===== config.mk =====
export PLATFORM = sky130hd
export DESIGN_NAME = host_io
export DESIGN_NICKNAME = d
export VERILOG_FILES = /design/src/source/host_io_pkg.sv /design/src/source/ctrl_regs.sv /design/src/source/file_download.sv /design/src/source/host_io.sv /design/src/source/ps2_key_decoder.sv /design/src/source/uio_link.sv
export VERILOG_INCLUDE_DIRS = /design/src /design/src/source
export SDC_FILE = /design/constraint.sdc
export NUM_CORES = 1
export LEC_CHECK = 0
export BUFFER_PORTS_ARGS = -buffer_cell sky130_fd_sc_hd__buf_2
export CAP_MARGIN = 20
export CORE_MARGIN = 1
export CORE_UTILIZATION = 50
export CTS_BUF_LIST = sky130_fd_sc_hd__clkbuf_8 sky130_fd_sc_hd__clkbuf_16
export DETAILED_ROUTE_END_ITERATION = 10
export HOLD_SLACK_MARGIN = 0.06
export PLACE_DENSITY = 0.76
export RECOVER_POWER = 50
export REMOVE_ABC_BUFFERS = 1
export SLEW_MARGIN = 0
export SYNTH_ARGS = -nofsm -noshare
export SYNTH_HDL_FRONTEND = slang
export SYNTH_SLANG_ARGS = --single-unit

===== constraint.sdc =====
create_clock -name clk_sys -period 4.6 [get_ports clk_sys]
set_input_delay 1.38 -clock clk_sys [delete_from_list [all_inputs] [get_ports clk_sys]]
set_output_delay 1.38 -clock clk_sys [all_outputs]
set_load 0.1 [all_outputs]

===== src/source/host_io_defs.svh =====
//////////////////////////////////////////////////
// command codes, file-path opcodes and field
// positions of the host I/O bridge. Include
// wherever a code or a width is compared
//////////////////////////////////////////////////
`ifndef HOST_IO_DEFS_SVH
`define HOST_IO_DEFS_SVH

// bus and field widths
`define HIO_WORD_W          16
`define HIO_IDX_W           6
`define HIO_ADDR_W          27

// uio command codes, compared against the 16-bit word 0
`define HIO_CMD_CFG         16'h0001
`define HIO_CMD_JOY0        16'h0002
`define HIO_CMD_JOY1        16'h0003
`define HIO_CMD_KBD         16'h0005
`define HIO_CMD_STATUS      16'h001E
`define HIO_CMD_STATUS_REQ  16'h0029

// file-path opcodes
`define HIO_FIO_TX          16'h0053
`define HIO_FIO_TX_DAT      16'h0054
`define HIO_FIO_INDEX       16'h0055
`define HIO_FIO_INFO        16'h0056

`define HIO_STATUS_WORDS    8
`define HIO_REQ_TAG         4'hA
`define HIO_KBD_SKIP_MARK   8'hFF

// config word layout
`define HIO_CFG_BUTTONS_BIT 0
`define HIO_CFG_SCANDBL_BIT 4
`define HIO_CFG_DIRECT_BIT  10

`endif


===== src/source/host_io_pkg.sv =====
//////////////////////////////////////////////////
// shared types of the host I/O bridge: bus words,
// core-side registers and the framed bus events
// passed from the link to its consumers
//////////////////////////////////////////////////
`include "host_io_defs.svh"

package host_io_pkg;

	typedef logic [`HIO_WORD_W-1:0] io_word_t;
	typedef logic [`HIO_WORD_W-1:0] io_cmd_t;
	typedef logic [`HIO_IDX_W-1:0]  word_idx_t;

	typedef logic [31:0]             joy_t;
	typedef logic [127:0]            status_t;
	typedef logic [`HIO_WORD_W-1:0] cfg_t;
	typedef logic [`HIO_ADDR_W-1:0] ioctl_addr_t;

	// [10] toggle, [9] pressed, [8] extended, [7:0] code
	typedef logic [10:0]             ps2_key_t;

	// one word of a uio frame, valid for a single cycle
	typedef struct packed {
		io_cmd_t   cmd;
		word_idx_t idx;
		io_word_t  data;
		logic      first;
		logic      valid;
	} io_beat_t;

	// end of a uio frame, carries the command it closed
	typedef struct packed {
		logic    pulse;
		io_cmd_t cmd;
	} io_frame_end_t;

endpackage


===== src/source/ctrl_regs.sv =====
//////////////////////////////////////////////////
// core-side registers written by uio commands:
// config, joysticks and status. Also tracks the
// core's status-set requests and answers reads
//////////////////////////////////////////////////
`include "host_io_defs.svh"

module ctrl_regs
	import host_io_pkg::*;
(
	input  logic     clk_sys,
	input  logic     rst_n,
	input  io_beat_t beat,
	input  status_t  status_in,
	input  logic     status_set,
	output cfg_t     cfg,
	output joy_t     joystick_0,
	output joy_t     joystick_1,
	output status_t  status,
	output io_word_t io_dout
);

	logic       set_q;
	logic       set_rise;
	logic [3:0] req_cnt;
	status_t    status_req;
	logic [2:0] slot;
	logic       slot_ok;
	io_word_t   req_word;

	assign set_rise = status_set && !set_q;

	// word 1 maps to slot 0, status is sent lowest word first
	assign slot     = 3'(beat.idx - 6'd1);
	assign slot_ok  = (beat.idx != '0) &&
	                  (beat.idx <= word_idx_t'(`HIO_STATUS_WORDS));
	assign req_word = status_req[{slot, 4'b0000} +: 16];

	//////////////////////////////////////////////////
	// status-set capture
	//////////////////////////////////////////////////

	always_ff @(posedge clk_sys) begin
		if (set_rise) begin
			status_req <= status_in;
		end
	end

	//////////////////////////////////////////////////
	// command decode
	//////////////////////////////////////////////////

	always_ff @(posedge clk_sys or negedge rst_n) begin
		if (!rst_n) begin
			set_q      <= 1'b0;
			req_cnt    <= '0;
			cfg        <= '0;
			joystick_0 <= '0;
			joystick_1 <= '0;
			status     <= '0;
			io_dout    <= '0;
		end else begin
			set_q <= status_set;
			if (set_rise) begin
				req_cnt <= req_cnt + 4'd1;
			end

			if (beat.valid) begin
				// nothing to read unless a command below answers
				io_dout <= '0;
				if (beat.first) begin
					if (beat.cmd == `HIO_CMD_STATUS_REQ) begin
						io_dout <= {8'h00, `HIO_REQ_TAG, req_cnt};
					end
				end else begin
					case (beat.cmd)
						`HIO_CMD_CFG: begin
							cfg <= beat.data;
						end
						`HIO_CMD_JOY0: begin
							if (beat.idx == 6'd1) begin
								joystick_0[15:0] <= beat.data;
							end else begin
								joystick_0[31:16] <= beat.data;
							end
						end
						`HIO_CMD_JOY1: begin
							if (beat.idx == 6'd1) begin
								joystick_1[15:0] <= beat.data;
							end else begin
								joystick_1[31:16] <= beat.data;
							end
						end
						`HIO_CMD_STATUS: begin
							if (slot_ok) begin
								status[{slot, 4'b0000} +: 16] <= beat.data;
							end
						end
						`HIO_CMD_STATUS_REQ: begin
							if (slot_ok) begin
								io_dout <= req_word;
							end
						end
						default: begin
						end
					endcase
				end
			end
		end
	end

endmodule


===== src/source/file_download.sv =====
//////////////////////////////////////////////////
// file path of the bridge. Decodes file frames
// into the download index, file extension and
// byte write pulses with a running address
//////////////////////////////////////////////////
`include "host_io_defs.svh"

module file_download
	import host_io_pkg::*;
(
	input  logic        clk_sys,
	input  logic        rst_n,
	input  logic        fp_enable,
	input  logic        io_strobe,
	input  io_word_t    io_din,
	output logic        ioctl_download,
	output logic        ioctl_wr,
	output io_word_t    ioctl_index,
	output logic [31:0] ioctl_file_ext,
	output ioctl_addr_t ioctl_addr,
	output logic [7:0]  ioctl_dout
);

	io_cmd_t     cmd_q;
	logic        has_cmd;
	logic [1:0]  arg_cnt;
	logic        wr_q;
	ioctl_addr_t addr;
	logic        arg_stb;
	logic        is_tx;
	logic        tx_start;
	logic        tx_stop;
	logic        dat_wr;

	// every strobe after the opcode is an argument word
	assign arg_stb  = fp_enable && io_strobe && has_cmd;
	assign is_tx    = arg_stb && (cmd_q == `HIO_FIO_TX) && (arg_cnt == 2'd0);
	assign tx_start = is_tx && (io_din[7:0] != 8'h00);
	assign tx_stop  = is_tx && (io_din[7:0] == 8'h00);
	assign dat_wr   = arg_stb && (cmd_q == `HIO_FIO_TX_DAT) && ioctl_download;

	always_ff @(posedge clk_sys or negedge rst_n) begin
		if (!rst_n) begin
			cmd_q          <= '0;
			has_cmd        <= 1'b0;
			arg_cnt        <= '0;
			wr_q           <= 1'b0;
			ioctl_wr       <= 1'b0;
			ioctl_download <= 1'b0;
		end else begin
			// write pulse lands one cycle after the data is presented
			ioctl_wr <= wr_q;
			wr_q     <= dat_wr;
			if (!fp_enable) begin
				has_cmd <= 1'b0;
			end else if (io_strobe && !has_cmd) begin
				cmd_q   <= io_din;
				has_cmd <= 1'b1;
				arg_cnt <= '0;
			end else if (arg_stb && !(&arg_cnt)) begin
				arg_cnt <= arg_cnt + 2'd1;
			end
			if (tx_start) begin
				ioctl_download <= 1'b1;
			end else if (tx_stop) begin
				ioctl_download <= 1'b0;
			end
		end
	end

	//////////////////////////////////////////////////
	// index, extension and address datapath
	//////////////////////////////////////////////////

	always_ff @(posedge clk_sys) begin
		if (arg_stb) begin
			if (cmd_q == `HIO_FIO_INDEX) begin
				ioctl_index <= io_din;
			end
			if ((cmd_q == `HIO_FIO_INFO) && (arg_cnt == 2'd0)) begin
				ioctl_file_ext[31:16] <= io_din;
			end
			if ((cmd_q == `HIO_FIO_INFO) && (arg_cnt == 2'd1)) begin
				ioctl_file_ext[15:0] <= io_din;
			end
			if ((cmd_q == `HIO_FIO_TX) && (arg_cnt == 2'd1)) begin
				ioctl_addr[15:0] <= io_din;
				addr[15:0]       <= io_din;
			end
			if ((cmd_q == `HIO_FIO_TX) && (arg_cnt == 2'd2)) begin
				ioctl_addr[26:16] <= io_din[10:0];
				addr[26:16]       <= io_din[10:0];
			end
		end
		if (tx_start) begin
			addr <= '0;
		end
		// stop presents the address after the last byte
		if (tx_stop && ioctl_download) begin
			ioctl_addr <= addr;
		end
		if (dat_wr) begin
			ioctl_addr <= addr;
			ioctl_dout <= io_din[7:0];
			addr       <= addr + 1'b1;
		end
	end

endmodule


===== src/source/host_io.sv =====
//////////////////////////////////////////////////
// host I/O bridge top. Connects the uio framing,
// the register block, the keyboard decoder and
// the file download path to the core
//////////////////////////////////////////////////
`include "host_io_defs.svh"

module host_io
	import host_io_pkg::*;
(
	input  logic        clk_sys,
	input  logic        rst_n,
	input  logic        io_strobe,
	input  logic        io_enable,
	input  logic        fp_enable,
	input  io_word_t    io_din,
	input  status_t     status_in,
	input  logic        status_set,
	output io_word_t    io_dout,
	output logic [1:0]  buttons,
	output logic        forced_scandoubler,
	output logic        direct_video,
	output joy_t        joystick_0,
	output joy_t        joystick_1,
	output status_t     status,
	output ps2_key_t    ps2_key,
	output logic        ioctl_download,
	output logic        ioctl_wr,
	output io_word_t    ioctl_index,
	output logic [31:0] ioctl_file_ext,
	output ioctl_addr_t ioctl_addr,
	output logic [7:0]  ioctl_dout
);

	io_beat_t      beat;
	io_frame_end_t frame_end;
	cfg_t          cfg;

	assign buttons            = cfg[`HIO_CFG_BUTTONS_BIT +: 2];
	assign forced_scandoubler = cfg[`HIO_CFG_SCANDBL_BIT];
	assign direct_video       = cfg[`HIO_CFG_DIRECT_BIT];

	uio_link u_link (
		.clk_sys   (clk_sys),
		.rst_n     (rst_n),
		.io_strobe (io_strobe),
		.io_enable (io_enable),
		.io_din    (io_din),
		.beat      (beat),
		.frame_end (frame_end)
	);

	ctrl_regs u_regs (
		.clk_sys    (clk_sys),
		.rst_n      (rst_n),
		.beat       (beat),
		.status_in  (status_in),
		.status_set (status_set),
		.cfg        (cfg),
		.joystick_0 (joystick_0),
		.joystick_1 (joystick_1),
		.status     (status),
		.io_dout    (io_dout)
	);

	ps2_key_decoder u_kbd (
		.clk_sys   (clk_sys),
		.rst_n     (rst_n),
		.beat      (beat),
		.frame_end (frame_end),
		.ps2_key   (ps2_key)
	);

	// file frames are bracketed by fp_enable, not io_enable
	file_download u_dl (
		.clk_sys        (clk_sys),
		.rst_n          (rst_n),
		.fp_enable      (fp_enable),
		.io_strobe      (io_strobe),
		.io_din         (io_din),
		.ioctl_download (ioctl_download),
		.ioctl_wr       (ioctl_wr),
		.ioctl_index    (ioctl_index),
		.ioctl_file_ext (ioctl_file_ext),
		.ioctl_addr     (ioctl_addr),
		.ioctl_dout     (ioctl_dout)
	);

endmodule


===== src/source/ps2_key_decoder.sv =====
//////////////////////////////////////////////////
// keyboard event path. Collects the scan bytes of
// a keyboard frame and turns them into one key
// event word when the frame closes
//////////////////////////////////////////////////
`include "host_io_defs.svh"

module ps2_key_decoder
	import host_io_pkg::*;
(
	input  logic          clk_sys,
	input  logic          rst_n,
	input  io_beat_t      beat,
	input  io_frame_end_t frame_end,
	output ps2_key_t      ps2_key
);

	// multi-byte sequences with a fixed event code
	localparam logic [31:0] seq_prnscr_press   = 32'hE012_E07C;
	localparam logic [31:0] seq_prnscr_release = 32'h7CE0_F012;
	localparam logic [31:0] seq_pause_press    = 32'hF014_F077;

	logic [31:0] kbd_raw;
	logic        skip;
	logic        kbd_beat;
	logic        pressed;
	logic        extended;
	logic [9:0]  key_low;

	assign kbd_beat = beat.valid && (beat.cmd == `HIO_CMD_KBD);
	assign pressed  = (kbd_raw[15:8] != 8'hF0);
	assign extended = pressed ? (kbd_raw[15:8] == 8'hE0) : (kbd_raw[23:16] == 8'hE0);

	always_comb begin
		key_low = {pressed, extended, kbd_raw[7:0]};
		case (kbd_raw)
			seq_prnscr_press:   key_low = 10'h37C;
			seq_prnscr_release: key_low = 10'h17C;
			seq_pause_press:    key_low = 10'h377;
			default: begin
			end
		endcase
	end

	always_ff @(posedge clk_sys or negedge rst_n) begin
		if (!rst_n) begin
			kbd_raw <= '0;
			skip    <= 1'b0;
			ps2_key <= '0;
		end else begin
			if (kbd_beat) begin
				if (beat.first) begin
					kbd_raw <= '0;
					skip    <= 1'b0;
				end else if (beat.data[15:8] == `HIO_KBD_SKIP_MARK) begin
					skip <= 1'b1;
				end else if (!skip) begin
					kbd_raw <= {kbd_raw[23:0], beat.data[7:0]};
				end
			end

			if (frame_end.pulse) begin
				skip <= 1'b0;
				if ((frame_end.cmd == `HIO_CMD_KBD) && !skip) begin
					ps2_key <= {~ps2_key[10], key_low};
				end
			end
		end
	end

endmodule


===== src/source/uio_link.sv =====
//////////////////////////////////////////////////
// frames the strobed host bus into beats.
// word 0 of a frame is the command, later words
// carry their index. knows no command codes
//////////////////////////////////////////////////

module uio_link
	import host_io_pkg::*;
(
	input  logic          clk_sys,
	input  logic          rst_n,
	input  logic          io_strobe,
	input  logic          io_enable,
	input  io_word_t      io_din,
	output io_beat_t      beat,
	output io_frame_end_t frame_end
);

	word_idx_t word_cnt;
	io_cmd_t   cmd_q;
	logic      frame_act;
	logic      word0;

	assign word0 = (word_cnt == '0);

	always_ff @(posedge clk_sys or negedge rst_n) begin
		if (!rst_n) begin
			word_cnt  <= '0;
			cmd_q     <= '0;
			frame_act <= 1'b0;
			beat      <= '0;
			frame_end <= '0;
		end else begin
			beat.valid      <= 1'b0;
			frame_end.pulse <= 1'b0;

			if (!io_enable) begin
				word_cnt <= '0;
				// close the frame once, on the first idle cycle
				if (frame_act) begin
					frame_end.pulse <= 1'b1;
					frame_end.cmd   <= cmd_q;
					frame_act       <= 1'b0;
				end
			end else begin
				frame_act <= 1'b1;
				if (io_strobe) begin
					beat.valid <= 1'b1;
					beat.first <= word0;
					beat.idx   <= word_cnt;
					beat.data  <= io_din;
					beat.cmd   <= word0 ? io_din : cmd_q;
					if (word0) begin
						cmd_q <= io_din;
					end
					// saturate, long frames keep the last index
					if (!(&word_cnt)) begin
						word_cnt <= word_cnt + 1'b1;
					end
				end
			end
		end
	end

endmodule


After elaboration in Yosys (flattened, before gate mapping)
Index checks and enable logic that the tools add are counted.
{"block": "op_classes", "n_addsub": 6, "magnitude_cmp": 1, "n_eq_ne": 26, "shift": 3, "mux": 36, "n_bitwise": 4, "n_reduce_logical": 61}
{"op": "27-bit 2-to-1 mux", "n": 5}
{"op": "128-bit bitwise mux", "n": 1}
{"op": "16-bit by 9-bit variable shift with 128-bit output (first input constant)", "n": 1}
{"op": "128-bit by 8-bit indexed part select with 16-bit output", "n": 1}
{"op": "16-bit by 9-bit indexed part select with 128-bit output", "n": 1}
{"op": "32-bit 2-to-1 mux", "n": 3}
{"op": "16-bit 2-to-1 mux", "n": 5}
{"op": "16-bit by 7-bit equality test with 1-bit output (second input constant)", "n": 4}
{"op": "32-bit equality test (second input constant)", "n": 2}
{"op": "17-bit 2-to-1 mux", "n": 2}
{"op": "16-bit by 2-bit equality test with 1-bit output (second input constant)", "n": 2}
{"op": "16-bit by 3-bit equality test with 1-bit output (second input constant)", "n": 2}
{"op": "32-bit by 31-bit equality test with 1-bit output (second input constant)", "n": 1}
{"op": "10-bit case mux with 3 select lines", "n": 1}
{"op": "2-bit AND reduction", "n": 15}
{"op": "27-bit by 1-bit adder with 27-bit output (second input constant)", "n": 1}
{"op": "8-bit equality test (second input constant)", "n": 3}
{"op": "3-bit nonzero test", "n": 7}
{"op": "4-bit AND reduction", "n": 5}
{"op": "1-bit logical AND", "n": 19}
{"op": "6-bit 2-to-1 mux", "n": 3}
{"op": "16-bit by 1-bit equality test with 1-bit output (second input constant)", "n": 1}
{"op": "16-bit by 5-bit equality test with 1-bit output (second input constant)", "n": 1}
{"op": "16-bit by 6-bit equality test with 1-bit output (second input constant)", "n": 1}
{"op": "26 further kinds", "n": 50}
{"block": "word_totals", "regBits": 592, "inputBits": 150, "out_inout_bits": 308}

Depth between registers and ports, before layout
{"block": "depth", "ltp_word": 8, "ltp_mapped": 12, "ltp_nobuf": 9}

By module
A second synthesis with hierarchy kept.
{"block": "unflattened", "hier_cells": 1475, "area_unflattened_um2": 23902.9}
{"mod": "ctrl_regs", "instances": 1, "cells_per_inst": 788, "area_each_um2": 13965.9}
{"mod": "file_download", "instances": 1, "cells_per_inst": 364, "area_each_um2": 5524.0}
{"mod": "uio_link", "instances": 1, "cells_per_inst": 169, "area_each_um2": 2494.9}
{"mod": "ps2_key_decoder", "instances": 1, "cells_per_inst": 154, "area_each_um2": 1918.1}

Worst setup path after synthesis
OpenSTA, ideal clock, no wires.
{"block": "synth_path", "path_type": "in2reg", "startpoint": "input port status_set", "endpoint": "register u_regs.req_cnt[3]", "arrival_time_ps": 5717, "required_time_ps": 4464, "setup_slack_ps": -1253, "cell_stages": 4, "n_path_buf": 1, "path_cell_list": "nor2b_1 clkbuf_1 nand4_1 xnor2_1"}
{"block": "synth_via", "elab_chain_len": 1}
{"element": "from (decl)", "line": "host_io.sv:18", "text": "input logic status_set,"}
{"element": "1-bit logical AND", "line": "ctrl_regs.sv:31", "text": "assign set_rise = status_set && !set_q;"}
{"element": "net u_regs.set_rise", "line": "ctrl_regs.sv:24", "text": "logic set_rise;"}
{"element": "to (signal assigned)", "line": "ctrl_regs.sv:65", "text": "req_cnt <= req_cnt + 4'd1;"}
{"element": "to (decl)", "line": "ctrl_regs.sv:25", "text": "logic [3:0] req_cnt;"}
The timed path passes the listed nets, and every way through them passes these cells.
A chain may end at the register's enable or synchronous reset.

Worst setup path in the final report
{"block": "layout_path", "startpoint": "input port status_set", "endpoint": "register u_regs.status_req[6] (enable)"}
{"block": "layout_via", "elab_chain_len": 1}
{"element": "1-bit logical AND", "line": "ctrl_regs.sv:31"}
{"element": "to (signal assigned)", "line": "ctrl_regs.sv:45", "text": "status_req <= status_in;"}
{"element": "to (decl)", "line": "ctrl_regs.sv:26", "text": "status_t status_req;"}
Every way passes these cells.

==> summary.md <==
| Metric | Value |
|---|---|
| Final Hold Violating Endpoints | 0 |
| Met1 WL | between 20 and 25 mm |
| Final Skew | ~0.029 ns |
| Post-synthesis sequential area ratio | between 60% and 70% |
| Worst setup SP type | input pin |
| Sequential power share | between 50% and 60% |
| Final setup vio count | 0 |
| Pin count of the biggest net entering global routing | about 120 |
| MaxCap Viol Count | 4 |
| Worst slew pin tran | 2.46 ns |
| Clk pin slew, worst setup/hold paths | around 0.060 ns |
| Final hold slack | 0.368 ns |
| Crit path max-delay family | simple AND/OR/NAND/NOR gates |
| Final net count | about 2300 |
| Critical Path RT | approximately 4.8 ns |
| Hold Buf Count CTS | 0 |
| First-pass GRT wire length | 92.8 mm |
| Post-Synth Adder-Cell Area | 0.753% |
| FP Rows | 78 |
| Worst Setup Path Type | in2reg |
| Synth Register Bits | around 590 |
| Clk buf depth | 3 |
| Switching power | around 2.9 mW |
| Synth Instances | 1631 |
| Final min period | ~3.8 ns |
| Setup Total Neg Slack | 0 ns |
| Hold Crit Class | reg2reg |
| Syn Area/Cell | about 14 um^2 |
| Max incr delay on CP | about 1.8 ns |
| VDD IR max | 0.344 mV |
| # DRC | 0 |
| Slew Viols, Final | 189 |
| XOR/XNOR Fraction of Synth Area | 1.39% |
| Chip width | 218 um |
| Top cells by area, synth | dfrtp_1, edfxtp_1, mux2_2 |
| Post-synthesis mux area share | around an eighth |
| Vias in the first global route | approximately 16000 |
| Hold depth | 0 |
| Worst-path fanout max | 29 |
| Initial cell density of the core | about half |
| Pwr/cell area | between 400 and 500 mW/mm^2 |
| Cell area after placement | approximately 0.026 mm^2 |
| Layout cell share with drive strength beyond 1 | between 30% and 40% |
| Crit-path slowest cell | nor2b_1 |
| Post-synth EDFFs | 238 |
| Routed wl met3 | 4.92 mm |
| Critical Path AT | 4.01 ns |
| Initial antenna violation count | 2 |
| Cell variety after synth | 59 |
| Post-CTS setup buffer count | 0 |
| Synth Area in Compound Gates | 6.88% |
| Cell Int Power | 8.68 mW |
| CTS buffer count | 58 |
| CTS tree | done |
| Share of flip-flops with an asynchronous set or reset | 59.3% |
| Crit path buf inv count | 2 |
| Overall Global Routing Usage | 25.9% |
| DR WL/cell | roughly 22 um |
| Die H | approximately 220 um |
| Combinational power share | around 8.3% |
| Clock power frac | approximately 40% |
| First-pass DRT Iterations | 5 |
| Core area | ~0.046 mm^2 |
| Uppermost routed layer | met5 |
| Cell depth of the worst setup path | 3 |
| H-Tree Level Count | 2 |
| Mapped Area | 0.0233 mm^2 |
| Post-route ant nets | 0 |
| Via count | 15700 |
| Synth top area share | a little under two fifths |
| Status | finished with violations |
| Most common cell after layout, fill and taps aside | buf_2 |
| Clk_lat worst skew | between 0.6 and 0.7 ns |
| Most common flop cell mapped by yosys | dfrtp_1 |
| CP Capture Type | register |
| Simple-gate share of the synthesized area | under 10% |
| Metal2 WL | approximately 30 mm |
| Post-layout power | roughly 12 mW |
| Critical-path cell list | buf_2 > nor2b_1 > clkbuf_2 |
| R2R depth | 5 |
| Commonest non-fill, non-tap cells in the layout | buf_2, dfrtp_1, edfxtp_1, o21ai_0, nand2_1 |
| Detailed Route WL | 61.4 mm |
| Leakage power | 12.7 nW |
| Combinational family with the most area after synthesis | multiplexers |
| # resized after CTS | 0 |
| Clk sink count | approximately 600 |
| Die area | 0.0474 mm^2 |
| Sw Share | 24.7% |
| Drt initial violations | ~1600 |
| Design area | around 0.028 mm^2 |
| Max Freq | about 260 MHz |
| CTS root buffer | clkbuf_16 |
| Area Overhead vs Synth | 20.5% |
| Input/output buffers | approximately 460 |
| Slew HR | -64.0% |
| I/O pin cnt | approximately 460 |
| Gr ovfl total | 0 |
| Final GP Congestion | 0.878 |
| Ys Warns | 0 |
| Post-synth top area cell | dfrtp_1 |
| Period utilisation layout | 82.1% |
| Hpwl dp | 41.5 mm |
| RSZ-0062 raised after global routing | false |
| Failing checks | max-capacitance violations, max-slew violations |
| Vias/cell | 5.72 |
through the flow:
step	std cells	util [%]	setup slack, ns
after floorplan	1540	-	-3.46
after global placement	2623	57.5	1.07
after detailed placement	2623	57.5	0.950
after CTS	2733	61.7	1.39
after global routing	2737	61.5	0.560
final	2738	61.5	0.824
layout make-up:
| class | instances | area [um^2] |
|---|---|---|
| diodes | 1 | 2.50 |
| fillers | 3416 | 17600 |
| clock buffers | 65 | 1560 |
| clock inverters | 45 | 340 |
| flip-flops and latches | 585 | 15800 |
| well taps | 600 | 751 |
| repair buffers | 487 | 2490 |
| multi-input cells | 936 | 6960 |
| inverters | 19 | 71.3 |
final timing paths:
kind	start	to	slack [ns]
max in group asynchronous	rst_n	u_regs.io_dout[4]	1.52
min	u_dl.wr_q	u_dl.ioctl_wr	0.37
min in group asynchronous	rst_n	u_regs.status[49]	0.82
max	status_set	u_regs.status_req[6]	0.82
max reg2reg	u_link.beat[31]	u_regs.joystick_0[20]	1.21
min reg2reg	u_dl.wr_q	u_dl.ioctl_wr	0.37
kinds of logic (layout without fill, tap and decap cells):
group,count (synthesis),count (layout)
other,0,1
and+or+nand+nor,366,366
AOI/OAI and AO/OA,289,289
DFF,585,585
muxes,231,231
adders and majority gates,14,14
xor gates and xnor gates,36,36
buffers and inverters,110,616
cells in the mapped netlist, types with 5 or more instances:
master,count
nand4_1,17
xor2_1,11
mux2i_1,16
and3_1,6
o21ai_1,8
a22o_1,20
edfxtp_1,238
nand2_1,191
ha_1,14
o2bb2ai_1,10
mux4_2,32
and4_1,11
o21ai_0,222
mux2_4,10
nor2_1,32
buf_2,8
nor2b_1,7
xnor2_1,24
inv_1,17
nor4_1,16
mux2_2,170
and2_1,6
dfrtp_1,347
buf_1,5
nand2b_1,6
a21oi_1,14
nand4b_1,7
nor3_1,12
nand3_1,17
clkbuf_1,74
power groups by stage:
stage / Combinational, mW / Sequential (mW) / Clock, mW
3_3_place_gp: 0.939 / 6.02 / 0
4_1_cts: 0.976 / 5.93 / 4.71
5_1_grt: 1.05 / 5.96 / 4.90
2_1_floorplan: 0.581 / 5.94 / 0
3_5_place_dp: 0.972 / 6.04 / 0
6_report: 0.957 / 5.94 / 4.64
metal layers:
metal	track usage (%)	up-vias
met4	10.3	2
met1	33.9	7873
met3	4.87	125
li1	-	6914
met2	42.8	753
met5	0	-
registers in the layout (all words and copies together), names as in the netlist, 2 cells and up:
name and cells:
u_regs.status 128, u_regs.status_req 128, u_link.beat 40, u_dl.ioctl_file_ext 32, u_kbd.kbd_raw 32, u_regs.joystick_0 32
u_regs.joystick_1 32, u_dl.addr 27, u_dl.ioctl_addr 27, u_link.frame_end 17, u_dl.cmd_q 16, u_dl.ioctl_index 16
u_regs.io_dout 16, u_kbd.ps2_key 11, u_dl.ioctl_dout 8, u_link.word_cnt 6, u_regs.cfg 4, u_regs.req_cnt 4
u_dl.arg_cnt 2
worst reg2reg max path: cells and delay by family, from the launching register on:
| kind | cells | cell delay [ns] |
|---|---|---|
| simple gates | 4 | 2.47 |
| flops | 1 | 0.40 |
| mux | 1 | 0.42 |
No activity file was read; power rests on OpenSTA's default activity.
